==> config.mk <==
export PLATFORM = sky130hd
export DESIGN_NAME = crc_ahb_top
export DESIGN_NICKNAME = d
export VERILOG_FILES = /design/src/rtl/crc_pkg.sv /design/src/rtl/crc_ahb_top.sv /design/src/rtl/crc_engine.sv /design/src/rtl/crc_input_reflect.sv /design/src/rtl/crc_data_buffer.sv /design/src/rtl/crc_host_if.sv
export SDC_FILE = /design/constraint.sdc
export NUM_CORES = 1
export LEC_CHECK = 0
export ABC_CLOCK_PERIOD_IN_PS = 4400
export BUFFER_PORTS_ARGS = -buffer_cell sky130_fd_sc_hd__buf_4
export CORE_MARGIN = 4
export CORE_UTILIZATION = 35
export CTS_CLUSTER_DIAMETER = 200
export DETAILED_ROUTE_END_ITERATION = 10
export PLACE_DENSITY = 0.64
export REMOVE_ABC_BUFFERS = 1
export SYNTH_ARGS = -nofsm -noshare
export SYNTH_HDL_FRONTEND = slang
export SYNTH_SLANG_ARGS = --single-unit
==> constraint.sdc <==
create_clock -name HCLK -period 4.4 [get_ports HCLK]
set_clock_uncertainty 0.1 [all_clocks]
set_input_delay 0.44 -clock HCLK [delete_from_list [all_inputs] [get_ports HCLK]]
set_output_delay 0.44 -clock HCLK [all_outputs]
set_load 0.1 [all_outputs]
==> src/rtl/crc_pkg.sv <==
/*
 * Shared definitions of the CRC accelerator
 *   Width typedefs for bus words, bytes and control codes
 *   Config and data item structs
 *   Engine state encoding
 *   Register offsets, AHB transfer code, reset values, buffer depth
 */
`default_nettype none

package crc_pkg;

	//////////////////////////////////////////////////
	// Width types
	//////////////////////////////////////////////////

	typedef logic [31:0] word_t;
	typedef logic [7:0]  byte_t;
	// 0 is 32 bit, 1 is 16 bit, 2 is 8 bit, 3 is 7 bit
	typedef logic [1:0]  poly_size_t;
	// 0 none, 1 per byte, 2 per halfword, 3 whole word
	typedef logic [1:0]  rev_in_t;
	// Low bits of HSIZE, 0 byte, 1 halfword, 2 word
	typedef logic [1:0]  xfer_size_t;

	// Member order follows CR bits 7 down to 3
	typedef struct packed {
		logic       rev_out;
		rev_in_t    rev_in;
		poly_size_t poly_size;
	} crc_cfg_t;

	// One buffered DR write
	typedef struct packed {
		word_t      data;
		xfer_size_t size;
	} data_item_t;

	typedef enum logic [1:0] {
		ENG_IDLE,
		ENG_SHIFT,
		ENG_RELOAD
	} engine_state_t;

	//////////////////////////////////////////////////
	// Register map, word offsets from HADDR[4:2]
	//////////////////////////////////////////////////

	localparam logic [2:0] ADDR_DR   = 3'h0;
	localparam logic [2:0] ADDR_IDR  = 3'h1;
	localparam logic [2:0] ADDR_CR   = 3'h2;
	localparam logic [2:0] ADDR_INIT = 3'h4;
	localparam logic [2:0] ADDR_POL  = 3'h5;

	localparam logic [1:0] HTRANS_NONSEQ = 2'b10;

	// Reset values
	localparam word_t    RESET_INIT = 32'hFFFF_FFFF;
	localparam word_t    RESET_POLY = 32'h04C1_1DB7;
	localparam crc_cfg_t RESET_CR   = '0;

	localparam int unsigned BUF_DEPTH = 2;

endpackage

`default_nettype wire
==> src/rtl/crc_ahb_top.sv <==
/*
 * Top level of the AHB-Lite CRC accelerator
 *   Host interface, data buffer, input reflection, CRC engine
 */
`timescale 1ns/1ps
`default_nettype none

module crc_ahb_top
	import crc_pkg::*;
(
	input  wire logic       HCLK,
	input  wire logic       HRESETn,
	input  wire logic       HSElx,
	input  wire word_t      HADDR,
	input  wire logic [1:0] HTRANS,
	input  wire logic [2:0] HSIZE,
	input  wire logic       HWRITE,
	input  wire word_t      HWDATA,
	input  wire logic       HREADY,
	output word_t           HRDATA,
	output logic            HREADYOUT,
	output logic            HRESP
);

	// Host to buffer
	data_item_t wr_item;
	logic       buffer_write_en;
	logic       buffer_full;
	// Buffer to reflect stage
	data_item_t buf_item;
	logic       buf_valid;
	logic       buf_pop;
	// Reflect stage to engine
	data_item_t refl_item;
	logic       refl_valid;
	logic       eng_ready;
	// Host to engine and back
	crc_cfg_t   cfg;
	word_t      bus_wr;
	logic       crc_init_en;
	logic       crc_poly_en;
	logic       reset_chain;
	word_t      crc_out;
	word_t      crc_init_out;
	word_t      crc_poly_out;
	logic       reset_pending;
	logic       read_wait;

	crc_host_if u_host_if (
		.HCLK            (HCLK),
		.HRESETn         (HRESETn),
		.HSElx           (HSElx),
		.HADDR           (HADDR),
		.HTRANS          (HTRANS),
		.HSIZE           (HSIZE),
		.HWRITE          (HWRITE),
		.HWDATA          (HWDATA),
		.HREADY          (HREADY),
		.crc_out         (crc_out),
		.crc_init_out    (crc_init_out),
		.crc_poly_out    (crc_poly_out),
		.buffer_full     (buffer_full),
		.reset_pending   (reset_pending),
		.read_wait       (read_wait),
		.HRDATA          (HRDATA),
		.HREADYOUT       (HREADYOUT),
		.HRESP           (HRESP),
		.wr_item         (wr_item),
		.buffer_write_en (buffer_write_en),
		.bus_wr          (bus_wr),
		.cfg             (cfg),
		.crc_init_en     (crc_init_en),
		.crc_poly_en     (crc_poly_en),
		.reset_chain     (reset_chain)
	);

	crc_data_buffer u_data_buffer (
		.HCLK            (HCLK),
		.HRESETn         (HRESETn),
		.wr_item         (wr_item),
		.buffer_write_en (buffer_write_en),
		.buf_pop         (buf_pop),
		.buf_item        (buf_item),
		.buf_valid       (buf_valid),
		.buffer_full     (buffer_full)
	);

	crc_input_reflect u_input_reflect (
		.HCLK       (HCLK),
		.HRESETn    (HRESETn),
		.buf_item   (buf_item),
		.buf_valid  (buf_valid),
		.rev_in     (cfg.rev_in),
		.eng_ready  (eng_ready),
		.buf_pop    (buf_pop),
		.refl_item  (refl_item),
		.refl_valid (refl_valid)
	);

	crc_engine u_engine (
		.HCLK          (HCLK),
		.HRESETn       (HRESETn),
		.refl_item     (refl_item),
		.refl_valid    (refl_valid),
		.cfg           (cfg),
		.bus_wr        (bus_wr),
		.crc_init_en   (crc_init_en),
		.crc_poly_en   (crc_poly_en),
		.reset_chain   (reset_chain),
		.buf_valid     (buf_valid),
		.buffer_full   (buffer_full),
		.eng_ready     (eng_ready),
		.crc_out       (crc_out),
		.crc_init_out  (crc_init_out),
		.crc_poly_out  (crc_poly_out),
		.reset_pending (reset_pending),
		.read_wait     (read_wait)
	);

endmodule

`default_nettype wire

==> src/rtl/crc_engine.sv <==
/*
 * Byte-serial CRC engine
 *   POL, INIT and CRC registers
 *   FSM folding one byte per cycle, MSB first, at the chosen width
 *   Deferred chain reset behind data already in flight
 *   Output reflection and read wait flag
 */
`timescale 1ns/1ps
`default_nettype none

module crc_engine
	import crc_pkg::*;
(
	input  wire logic       HCLK,
	input  wire logic       HRESETn,
	input  wire data_item_t refl_item,
	input  wire logic       refl_valid,
	input  wire crc_cfg_t   cfg,
	input  wire word_t      bus_wr,
	input  wire logic       crc_init_en,
	input  wire logic       crc_poly_en,
	input  wire logic       reset_chain,
	input  wire logic       buf_valid,
	input  wire logic       buffer_full,
	output logic            eng_ready,
	output word_t           crc_out,
	output word_t           crc_init_out,
	output word_t           crc_poly_out,
	output logic            reset_pending,
	output logic            read_wait
);

	engine_state_t state;
	word_t         crc_q;
	word_t         shift_data;
	logic [1:0]    byte_idx;
	// Items that were written before the pending chain reset
	logic [2:0]    items_ahead;
	logic [2:0]    in_flight;
	logic          item_done;
	logic          reload_due;
	logic [4:0]    width_shift;
	byte_t         cur_byte;
	word_t         acc;
	word_t         poly_al;
	word_t         crc_next;
	word_t         crc_rev;

	// Left shift that puts a narrow CRC at the top of the word
	always_comb
	begin
		case (cfg.poly_size)
			2'd1:    width_shift = 5'd16;
			2'd2:    width_shift = 5'd24;
			2'd3:    width_shift = 5'd25;
			default: width_shift = 5'd0;
		endcase
	end

	//////////////////////////////////////////////////
	// Byte fold
	//////////////////////////////////////////////////

	assign cur_byte = shift_data[{byte_idx, 3'b000} +: 8];

	// Shifting out the top bits also masks POL to the width
	always_comb
	begin
		poly_al = crc_poly_out << width_shift;
		acc     = (crc_q << width_shift) ^ {cur_byte, 24'h0};
		for (int b = 0; b < 8; b++)
			acc = acc[31] ? ((acc << 1) ^ poly_al) : (acc << 1);
		crc_next = acc >> width_shift;
	end

	// Output reflection over the polynomial width only
	always_comb
	begin
		for (int i = 0; i < 32; i++)
			crc_rev[i] = crc_q[31 - i];
		if (cfg.rev_out)
			crc_out = crc_rev >> width_shift;
		else
			crc_out = crc_q & (32'hFFFF_FFFF >> width_shift);
	end

	//////////////////////////////////////////////////
	// Control
	//////////////////////////////////////////////////

	assign item_done = (state == ENG_SHIFT) && (byte_idx == 2'd0);
	// Buffer holds two when full, reflect stage and engine one each
	assign in_flight = {1'b0, buffer_full, buf_valid && !buffer_full} +
	                   {2'b0, refl_valid} + {2'b0, state == ENG_SHIFT};
	assign reload_due = reset_pending && (items_ahead == 3'd0);
	assign eng_ready  = (state == ENG_IDLE) && !reload_due;
	assign read_wait  = buf_valid || refl_valid || (state != ENG_IDLE) || reset_pending;

	always_ff @(posedge HCLK)
	begin
		if (!HRESETn)
		begin
			state         <= ENG_IDLE;
			crc_q         <= RESET_INIT;
			crc_init_out  <= RESET_INIT;
			crc_poly_out  <= RESET_POLY;
			reset_pending <= 1'b0;
			items_ahead   <= '0;
			byte_idx      <= '0;
		end
		else
		begin
			case (state)
				ENG_IDLE:
				begin
					if (reload_due)
						state <= ENG_RELOAD;
					else if (refl_valid)
					begin
						state <= ENG_SHIFT;
						// Start at the top byte, word 3, halfword 1, byte 0
						if (refl_item.size == 2'd0)
							byte_idx <= 2'd0;
						else if (refl_item.size == 2'd1)
							byte_idx <= 2'd1;
						else
							byte_idx <= 2'd3;
					end
				end
				ENG_SHIFT:
				begin
					crc_q <= crc_next;
					if (item_done)
						state <= ENG_IDLE;
					else
						byte_idx <= byte_idx - 1'b1;
				end
				ENG_RELOAD:
				begin
					crc_q         <= crc_init_out;
					reset_pending <= 1'b0;
					state         <= ENG_IDLE;
				end
				default: state <= ENG_IDLE;
			endcase

			// A new chain reset counts everything still in the pipe
			if (reset_chain)
			begin
				reset_pending <= 1'b1;
				items_ahead   <= in_flight - {2'b0, item_done};
			end
			else if (reset_pending && item_done)
				items_ahead <= items_ahead - 1'b1;

			// INIT write also restarts the running CRC
			if (crc_init_en)
			begin
				crc_init_out <= bus_wr;
				crc_q        <= bus_wr;
			end
			if (crc_poly_en)
				crc_poly_out <= bus_wr;
		end
	end

	// Item data captured on acceptance
	always_ff @(posedge HCLK)
	begin
		if (eng_ready && refl_valid)
			shift_data <= refl_item.data;
	end

endmodule

`default_nettype wire

==> src/rtl/crc_input_reflect.sv <==
/*
 * Input reflection stage
 *   Bit reversal per byte, per halfword or over the word
 *   One-entry pipeline register with valid/ready handshake
 */
`timescale 1ns/1ps
`default_nettype none

module crc_input_reflect
	import crc_pkg::*;
(
	input  wire logic       HCLK,
	input  wire logic       HRESETn,
	input  wire data_item_t buf_item,
	input  wire logic       buf_valid,
	input  wire rev_in_t    rev_in,
	input  wire logic       eng_ready,
	output logic            buf_pop,
	output data_item_t      refl_item,
	output logic            refl_valid
);

	logic       accept;
	data_item_t flipped;

	// Room when empty or when the engine takes the item now
	assign accept  = !refl_valid || eng_ready;
	assign buf_pop = buf_valid && accept;

	always_comb
	begin
		flipped.size = buf_item.size;
		for (int i = 0; i < 32; i++)
		begin
			case (rev_in)
				2'd1:    flipped.data[i] = buf_item.data[(i / 8) * 8 + 7 - (i % 8)];
				2'd2:    flipped.data[i] = buf_item.data[(i / 16) * 16 + 15 - (i % 16)];
				2'd3:    flipped.data[i] = buf_item.data[31 - i];
				default: flipped.data[i] = buf_item.data[i];
			endcase
		end
	end

	always_ff @(posedge HCLK)
	begin
		if (!HRESETn)
			refl_valid <= 1'b0;
		else if (accept)
			refl_valid <= buf_valid;
	end

	// Payload moves only on a pop
	always_ff @(posedge HCLK)
	begin
		if (buf_pop)
			refl_item <= flipped;
	end

endmodule

`default_nettype wire

==> src/rtl/crc_data_buffer.sv <==
/*
 * Two-entry FIFO of DR write items
 *   Circular storage with read and write pointers
 *   Occupancy count, valid and full flags
 */
`timescale 1ns/1ps
`default_nettype none

module crc_data_buffer
	import crc_pkg::*;
(
	input  wire logic       HCLK,
	input  wire logic       HRESETn,
	input  wire data_item_t wr_item,
	input  wire logic       buffer_write_en,
	input  wire logic       buf_pop,
	output data_item_t      buf_item,
	output logic            buf_valid,
	output logic            buffer_full
);

	data_item_t mem [BUF_DEPTH];

	logic [$clog2(BUF_DEPTH)-1:0] wr_ptr;
	logic [$clog2(BUF_DEPTH)-1:0] rd_ptr;
	// Needs one more bit than the pointers to tell full from empty
	logic [1:0] count;

	// Pointers and occupancy
	always_ff @(posedge HCLK)
	begin
		if (!HRESETn)
		begin
			wr_ptr <= '0;
			rd_ptr <= '0;
			count  <= '0;
		end
		else
		begin
			if (buffer_write_en)
				wr_ptr <= wr_ptr + 1'b1;
			if (buf_pop)
				rd_ptr <= rd_ptr + 1'b1;
			// Push and pop together leave the count alone
			if (buffer_write_en && !buf_pop)
				count <= count + 1'b1;
			else if (!buffer_write_en && buf_pop)
				count <= count - 1'b1;
		end
	end

	// Storage
	always_ff @(posedge HCLK)
	begin
		if (buffer_write_en)
			mem[wr_ptr] <= wr_item;
	end

	// Head of queue is always presented
	assign buf_item    = mem[rd_ptr];
	assign buf_valid   = (count != 2'd0);
	assign buffer_full = (count == 2'(BUF_DEPTH));

endmodule

`default_nettype wire

==> src/rtl/crc_host_if.sv <==
/*
 * AHB-Lite slave of the CRC accelerator
 *   Address phase pipeline registers
 *   Register decode and write enables
 *   CR and IDR registers, read data mux
 *   Wait states for full buffer, busy pipeline and pending reload
 */
`timescale 1ns/1ps
`default_nettype none

module crc_host_if
	import crc_pkg::*;
(
	input  wire logic        HCLK,
	input  wire logic        HRESETn,
	input  wire logic        HSElx,
	input  wire word_t       HADDR,
	input  wire logic [1:0]  HTRANS,
	input  wire logic [2:0]  HSIZE,
	input  wire logic        HWRITE,
	input  wire word_t       HWDATA,
	input  wire logic        HREADY,
	input  wire word_t       crc_out,
	input  wire word_t       crc_init_out,
	input  wire word_t       crc_poly_out,
	input  wire logic        buffer_full,
	input  wire logic        reset_pending,
	input  wire logic        read_wait,
	output word_t            HRDATA,
	output logic             HREADYOUT,
	output logic             HRESP,
	output data_item_t       wr_item,
	output logic             buffer_write_en,
	output word_t            bus_wr,
	output crc_cfg_t         cfg,
	output logic             crc_init_en,
	output logic             crc_poly_en,
	output logic             reset_chain
);

	// Address phase copies
	logic [2:0] haddr_pp;
	xfer_size_t hsize_pp;
	logic [1:0] htrans_pp;
	logic       hwrite_pp;
	logic       hselx_pp;

	byte_t      idr_q;

	logic sample_bus;
	logic xfer_active;
	logic write_en;
	logic read_en;
	logic dr_sel;
	logic dr_write;
	logic dr_read;
	logic init_write;
	logic cr_en;
	logic idr_en;

	// Bus is sampled when the previous data phase ends
	assign sample_bus = HREADY && HREADYOUT;

	always_ff @(posedge HCLK)
	begin
		if (!HRESETn)
		begin
			hselx_pp  <= 1'b0;
			htrans_pp <= 2'b00;
			hwrite_pp <= 1'b0;
		end
		else if (sample_bus)
		begin
			hselx_pp  <= HSElx;
			htrans_pp <= HTRANS;
			hwrite_pp <= HWRITE;
		end
	end

	// Word offset and transfer size of the sampled transfer
	always_ff @(posedge HCLK)
	begin
		if (sample_bus)
		begin
			haddr_pp <= HADDR[4:2];
			hsize_pp <= HSIZE[1:0];
		end
	end

	//////////////////////////////////////////////////
	// Data phase decode
	//////////////////////////////////////////////////

	// Only NONSEQ acts, SEQ and BUSY fall through
	assign xfer_active = hselx_pp && (htrans_pp == HTRANS_NONSEQ);
	assign write_en    = xfer_active && hwrite_pp;
	assign read_en     = xfer_active && !hwrite_pp;

	assign dr_sel     = (haddr_pp == ADDR_DR);
	assign dr_write   = dr_sel && write_en;
	assign dr_read    = dr_sel && read_en;
	assign init_write = (haddr_pp == ADDR_INIT) && write_en;
	assign cr_en      = (haddr_pp == ADDR_CR) && write_en;
	assign idr_en     = (haddr_pp == ADDR_IDR) && write_en;

	// A full buffer holds the DR write in its data phase
	assign buffer_write_en = dr_write && !buffer_full;
	// INIT lands only after a pending reload has used the old value
	assign crc_init_en     = init_write && !reset_pending;
	assign crc_poly_en     = (haddr_pp == ADDR_POL) && write_en;
	// CR bit 0 is a one-shot, never stored
	assign reset_chain     = cr_en && HWDATA[0];

	// Write data is taken straight from the bus in the data phase
	assign bus_wr       = HWDATA;
	assign wr_item.data = HWDATA;
	assign wr_item.size = hsize_pp;

	assign HREADYOUT = !((dr_write && buffer_full) ||
	                     (dr_read && read_wait) ||
	                     (init_write && reset_pending));
	// Never an error response
	assign HRESP = 1'b0;

	// CR fields and IDR scratch byte
	always_ff @(posedge HCLK)
	begin
		if (!HRESETn)
		begin
			cfg   <= RESET_CR;
			idr_q <= '0;
		end
		else
		begin
			if (cr_en)
				cfg <= crc_cfg_t'(HWDATA[7:3]);
			if (idr_en)
				idr_q <= HWDATA[7:0];
		end
	end

	// Read mux
	always_comb
	begin
		case (haddr_pp)
			ADDR_DR:   HRDATA = crc_out;
			ADDR_IDR:  HRDATA = {24'h0, idr_q};
			// Chain reset bit and bits 2 to 1 read as zero
			ADDR_CR:   HRDATA = {24'h0, cfg, 3'b000};
			ADDR_INIT: HRDATA = crc_init_out;
			ADDR_POL:  HRDATA = crc_poly_out;
			default:   HRDATA = '0;
		endcase
	end

endmodule

`default_nettype wire

==> metrics.txt <==
result of the run complete, but fails checks; violations in the final reports negative setup slack; most common cell after layout, fill and taps aside sky130_fd_sc_hd__nand2_1; Post-Syn Instances roughly 2,000; DR vias/cell 5.63; Detailed Routing Iterations Pass 1 6; layout cells sized above 1 0.283; global-route wire length before repair about 96 mm; vias in the first global route 15,900; highest-utilization routing layer at the global route stage met2; count of final max-slew check failures 0; maximum fanout encountered on the critical timing path 6; number of fill cells around 4,500; fraction of the core area covered by cells at the end of the flow 0.467; total length of routed wires between 60 and 70 mm; sequential area share after synthesis 0.384; top library cells by usage in the layout, fill and taps aside sky130_fd_sc_hd__nand2_1, sky130_fd_sc_hd__buf_4, sky130_fd_sc_hd__xnor2_1; overall fraction of global-route tracks in use 0.228; number of library cell types mapped by synthesis between 80 and 90; tightest slew margin relative to the limit 0.228; number of enable flip-flop cells after synthesis 139; dominant cells by area after synthesis sky130_fd_sc_hd__edfxtp_1, sky130_fd_sc_hd__dfxtp_1, sky130_fd_sc_hd__nand2_1; number of cells traversed by the worst register-to-register path 20; # nets final 2,339; maximum operating frequency 204 MHz; total gr overflow 0; number of buffers added by the clock tree synthesis step 27; post-synthesis to final-layout area growth 31.3%; Final Worst Setup Slack -0.501 ns; drt drc 0; async set-reset flop share out of synthesis 0; count of endpoints failing setup in the final report 32; reported leakage power 0.00886 uW; worst min-delay path class input pin to flip-flop; Core ar. between 40,000 and 50,000 um2; warning count from the yosys run 0; antenna violations before repair 1; count of antenna-violating nets left after detailed routing 0; Max-cap violations 0; Power Dens Cells 983 nW/um2; Placed Cells 2,828; largest net degree at the start of global routing 67; post-route minimum period a little under 5 ns; Setup crit start kind flip-flop; endpoints failing hold 0; wire length per cell after detailed routing around 22 um; RSZ-0062 raised after global routing yes; top cell type by total area after synthesis sky130_fd_sc_hd__edfxtp_1; met2 routing resource usage after global routing 0.359; Port Buffers 76; top cell type's share of synthesized area 0.239; clock network latency to the later pin of the worst-skew pair 0.55 ns; area of the multi-input gates 11,300 um2; worst hold path cell count 1; global routing usage on met1 0.317; count of non-filler cells in the finished layout 2,941; met3 Usage GRT 0.0428; worst slack at placement -0.855 ns; startpoint-to-endpoint class of the critical path flip-flop to flip-flop; H-tree level count 1; share of the clock period used by the worst path 1.11; horizontal die dimension 231 um; TritonCTS clock tree yes; total die area 53,500 um2; dominant register cell in the synthesized netlist sky130_fd_sc_hd__edfxtp_1; arrival time reported for the critical path endpoint 5.21 ns; number of synthesized register bits 266; data required time at the worst endpoint 4.71 ns; slew at the pin closest to its max-slew limit 1.16 ns; cell row count 81; number of violations reported at the end of detailed-routing iteration 0 roughly 2,100; sequential cell area 6730 um2; overall via count from detail_route 16,500; RePlAce Congestion 1.03; I/O pin cnt 108; Initial Util 0.355; y dimension of the die 231 um; clk slew on worst S/H paths approximately 0.060 ns; number of sinks on the clock net 266; IR Drop Worst-Case VDD between 700 and 800 uV; summed instance area of the synthesized netlist 17,500 um2; DP HPWL approximately 46 mm; crit end category flip-flop; clk root buf sky130_fd_sc_hd__clkbuf_16; maximum number of buffers from clock root to sink 3; Avg Inst Size Synth 8.69 um2
==> timing repair <==
item / 4_1_cts / 5_1_grt
hold buffers: 9 / 0
gates cloned: 2 / 0
hold endpoints to repair: 13 / 0
endpoints found under the setup margin: 32 / 32
pin swaps: 88 / 66
gates resized for setup: 173 / 114
setup buffers: 46 / 14
==> cell usage after synthesis, types with 10 or more instances <==
library cell / n
sky130_fd_sc_hd__nand3_1: 80
sky130_fd_sc_hd__a31oi_1: 21
sky130_fd_sc_hd__xnor2_1: 195
sky130_fd_sc_hd__o22ai_1: 10
sky130_fd_sc_hd__o21ai_0: 110
sky130_fd_sc_hd__mux4_2: 22
sky130_fd_sc_hd__nand2b_1: 40
sky130_fd_sc_hd__inv_1: 18
sky130_fd_sc_hd__xor2_1: 30
sky130_fd_sc_hd__and2_1: 12
sky130_fd_sc_hd__clkbuf_1: 111
sky130_fd_sc_hd__nor3_1: 15
sky130_fd_sc_hd__mux2_2: 19
sky130_fd_sc_hd__dfxtp_1: 127
sky130_fd_sc_hd__and3_1: 11
sky130_fd_sc_hd__a21oi_1: 87
sky130_fd_sc_hd__o21ai_1: 14
sky130_fd_sc_hd__nand2_1: 460
sky130_fd_sc_hd__buf_1: 20
sky130_fd_sc_hd__o221ai_1: 11
sky130_fd_sc_hd__o211ai_1: 13
sky130_fd_sc_hd__buf_2: 11
sky130_fd_sc_hd__nor2_1: 143
sky130_fd_sc_hd__xnor3_1: 13
sky130_fd_sc_hd__nor2b_1: 13
sky130_fd_sc_hd__a22oi_1: 20
sky130_fd_sc_hd__a211oi_1: 13
sky130_fd_sc_hd__edfxtp_1: 139
sky130_fd_sc_hd__mux2i_1: 97
==> worst paths after layout <==
kind,startpoint,to,slack [ns]
worst min-delay path,HWDATA[19],u_data_buffer.mem[1][21],0.02
worst min register to register,u_input_reflect.refl_item[18],u_engine.shift_data[16],0.32
worst max-delay path,u_host_if.cfg[1],u_engine.crc_q[3],-0.50
worst max register to register,u_host_if.cfg[1],u_engine.crc_q[3],-0.50
==> where the power goes <==
group	internal, uW	total [uW]	switching (uW)
clock	1350	2340	983
sequential	3090	3330	239
combinational	8600	16900	8300
==> critical path, cell delays in order (launching register included) <==
cell and delay (ns):
sky130_fd_sc_hd__dfxtp_4 0.41, sky130_fd_sc_hd__mux4_2 0.59, sky130_fd_sc_hd__xor2_4 0.35, sky130_fd_sc_hd__buf_6 0.16, sky130_fd_sc_hd__buf_6 0.12, sky130_fd_sc_hd__o21bai_4 0.12, sky130_fd_sc_hd__a211oi_2 0.09, sky130_fd_sc_hd__buf_4 0.14
sky130_fd_sc_hd__o21a_1 0.20, sky130_fd_sc_hd__a211oi_4 0.25, sky130_fd_sc_hd__buf_12 0.17, sky130_fd_sc_hd__o22ai_4 0.10, sky130_fd_sc_hd__or3_1 0.34, sky130_fd_sc_hd__a211oi_2 0.30, sky130_fd_sc_hd__or2_4 0.24, sky130_fd_sc_hd__buf_6 0.14
sky130_fd_sc_hd__nand2_2 0.06, sky130_fd_sc_hd__xnor3_1 0.39, sky130_fd_sc_hd__a221oi_2 0.25, sky130_fd_sc_hd__nand3b_1 0.14, sky130_fd_sc_hd__nand4_1 0.09
==> per-layer routing <==
layer	routed length, um	vias up	share of wire
met5	10	-	0.00016
met3	6110	185	0.095
met4	2720	2	0.042
li1	-	7476	-
met2	28900	942	0.45
met1	26400	7944	0.41
==> flip-flops by register name, summed over array words and instances (netlist names), 2 cells and up, named ones only <==
signal,flops
u_engine.crc_init_out,32
u_engine.items_ahead,3
u_engine.crc_poly_out,32
u_host_if.htrans_pp,2
u_engine.byte_idx,2
u_host_if.hsize_pp,2
u_input_reflect.refl_item,34
u_engine.state,2
u_host_if.haddr_pp,3
u_data_buffer.count,2
u_engine.crc_q,32
u_data_buffer.mem,68
u_host_if.cfg,5
u_host_if.idr_q,8
u_engine.shift_data,32
==> metrics by stage <==
step           total power (uW)  setup TNS [ns]  hold WS, ns  instance area [um2]
4_1_cts                   20800           -8.14      0.00254                22300
2_1_floorplan             11600         -132.52        0.300                16800
6_report                  22600          -13.27       0.0155                22900
5_1_grt                   23500          -17.80      0.00269                22900
3_3_place_gp              15800          -17.17        0.301                20100
3_5_place_dp              15900          -20.03        0.305                20100
==> layout make-up <==
class	count	share of cell area
Multi-Input combinational cell	1571	0.492
Sequential cell	266	0.293
Timing Repair Buffer	371	0.137
Tap cell	664	0.0362
Clock buffer	37	0.0338
Clock inverter	13	0.00534
Inverter	18	0.00294
Antenna cell	1	0.000109
==> cells by family (layout without fill, tap and decap cells) <==
| kind of cell | count (synthesis) | after routing | share of synthesized area |
|---|---|---|---|
| xor gates and xnor gates | 244 | 244 | 0.135 |
| other | 1 | 2 | 0.000215 |
| AOI/OAI and AO/OA | 367 | 367 | 0.134 |
| DFF | 266 | 266 | 0.384 |
| adders and majority gates | 10 | 10 | 0.00802 |
| muxes | 138 | 138 | 0.0962 |
| buffers and inverters | 174 | 439 | 0.0421 |
| and+or+nand+nor | 811 | 811 | 0.200 |
Power figures use the tool's default switching activity.
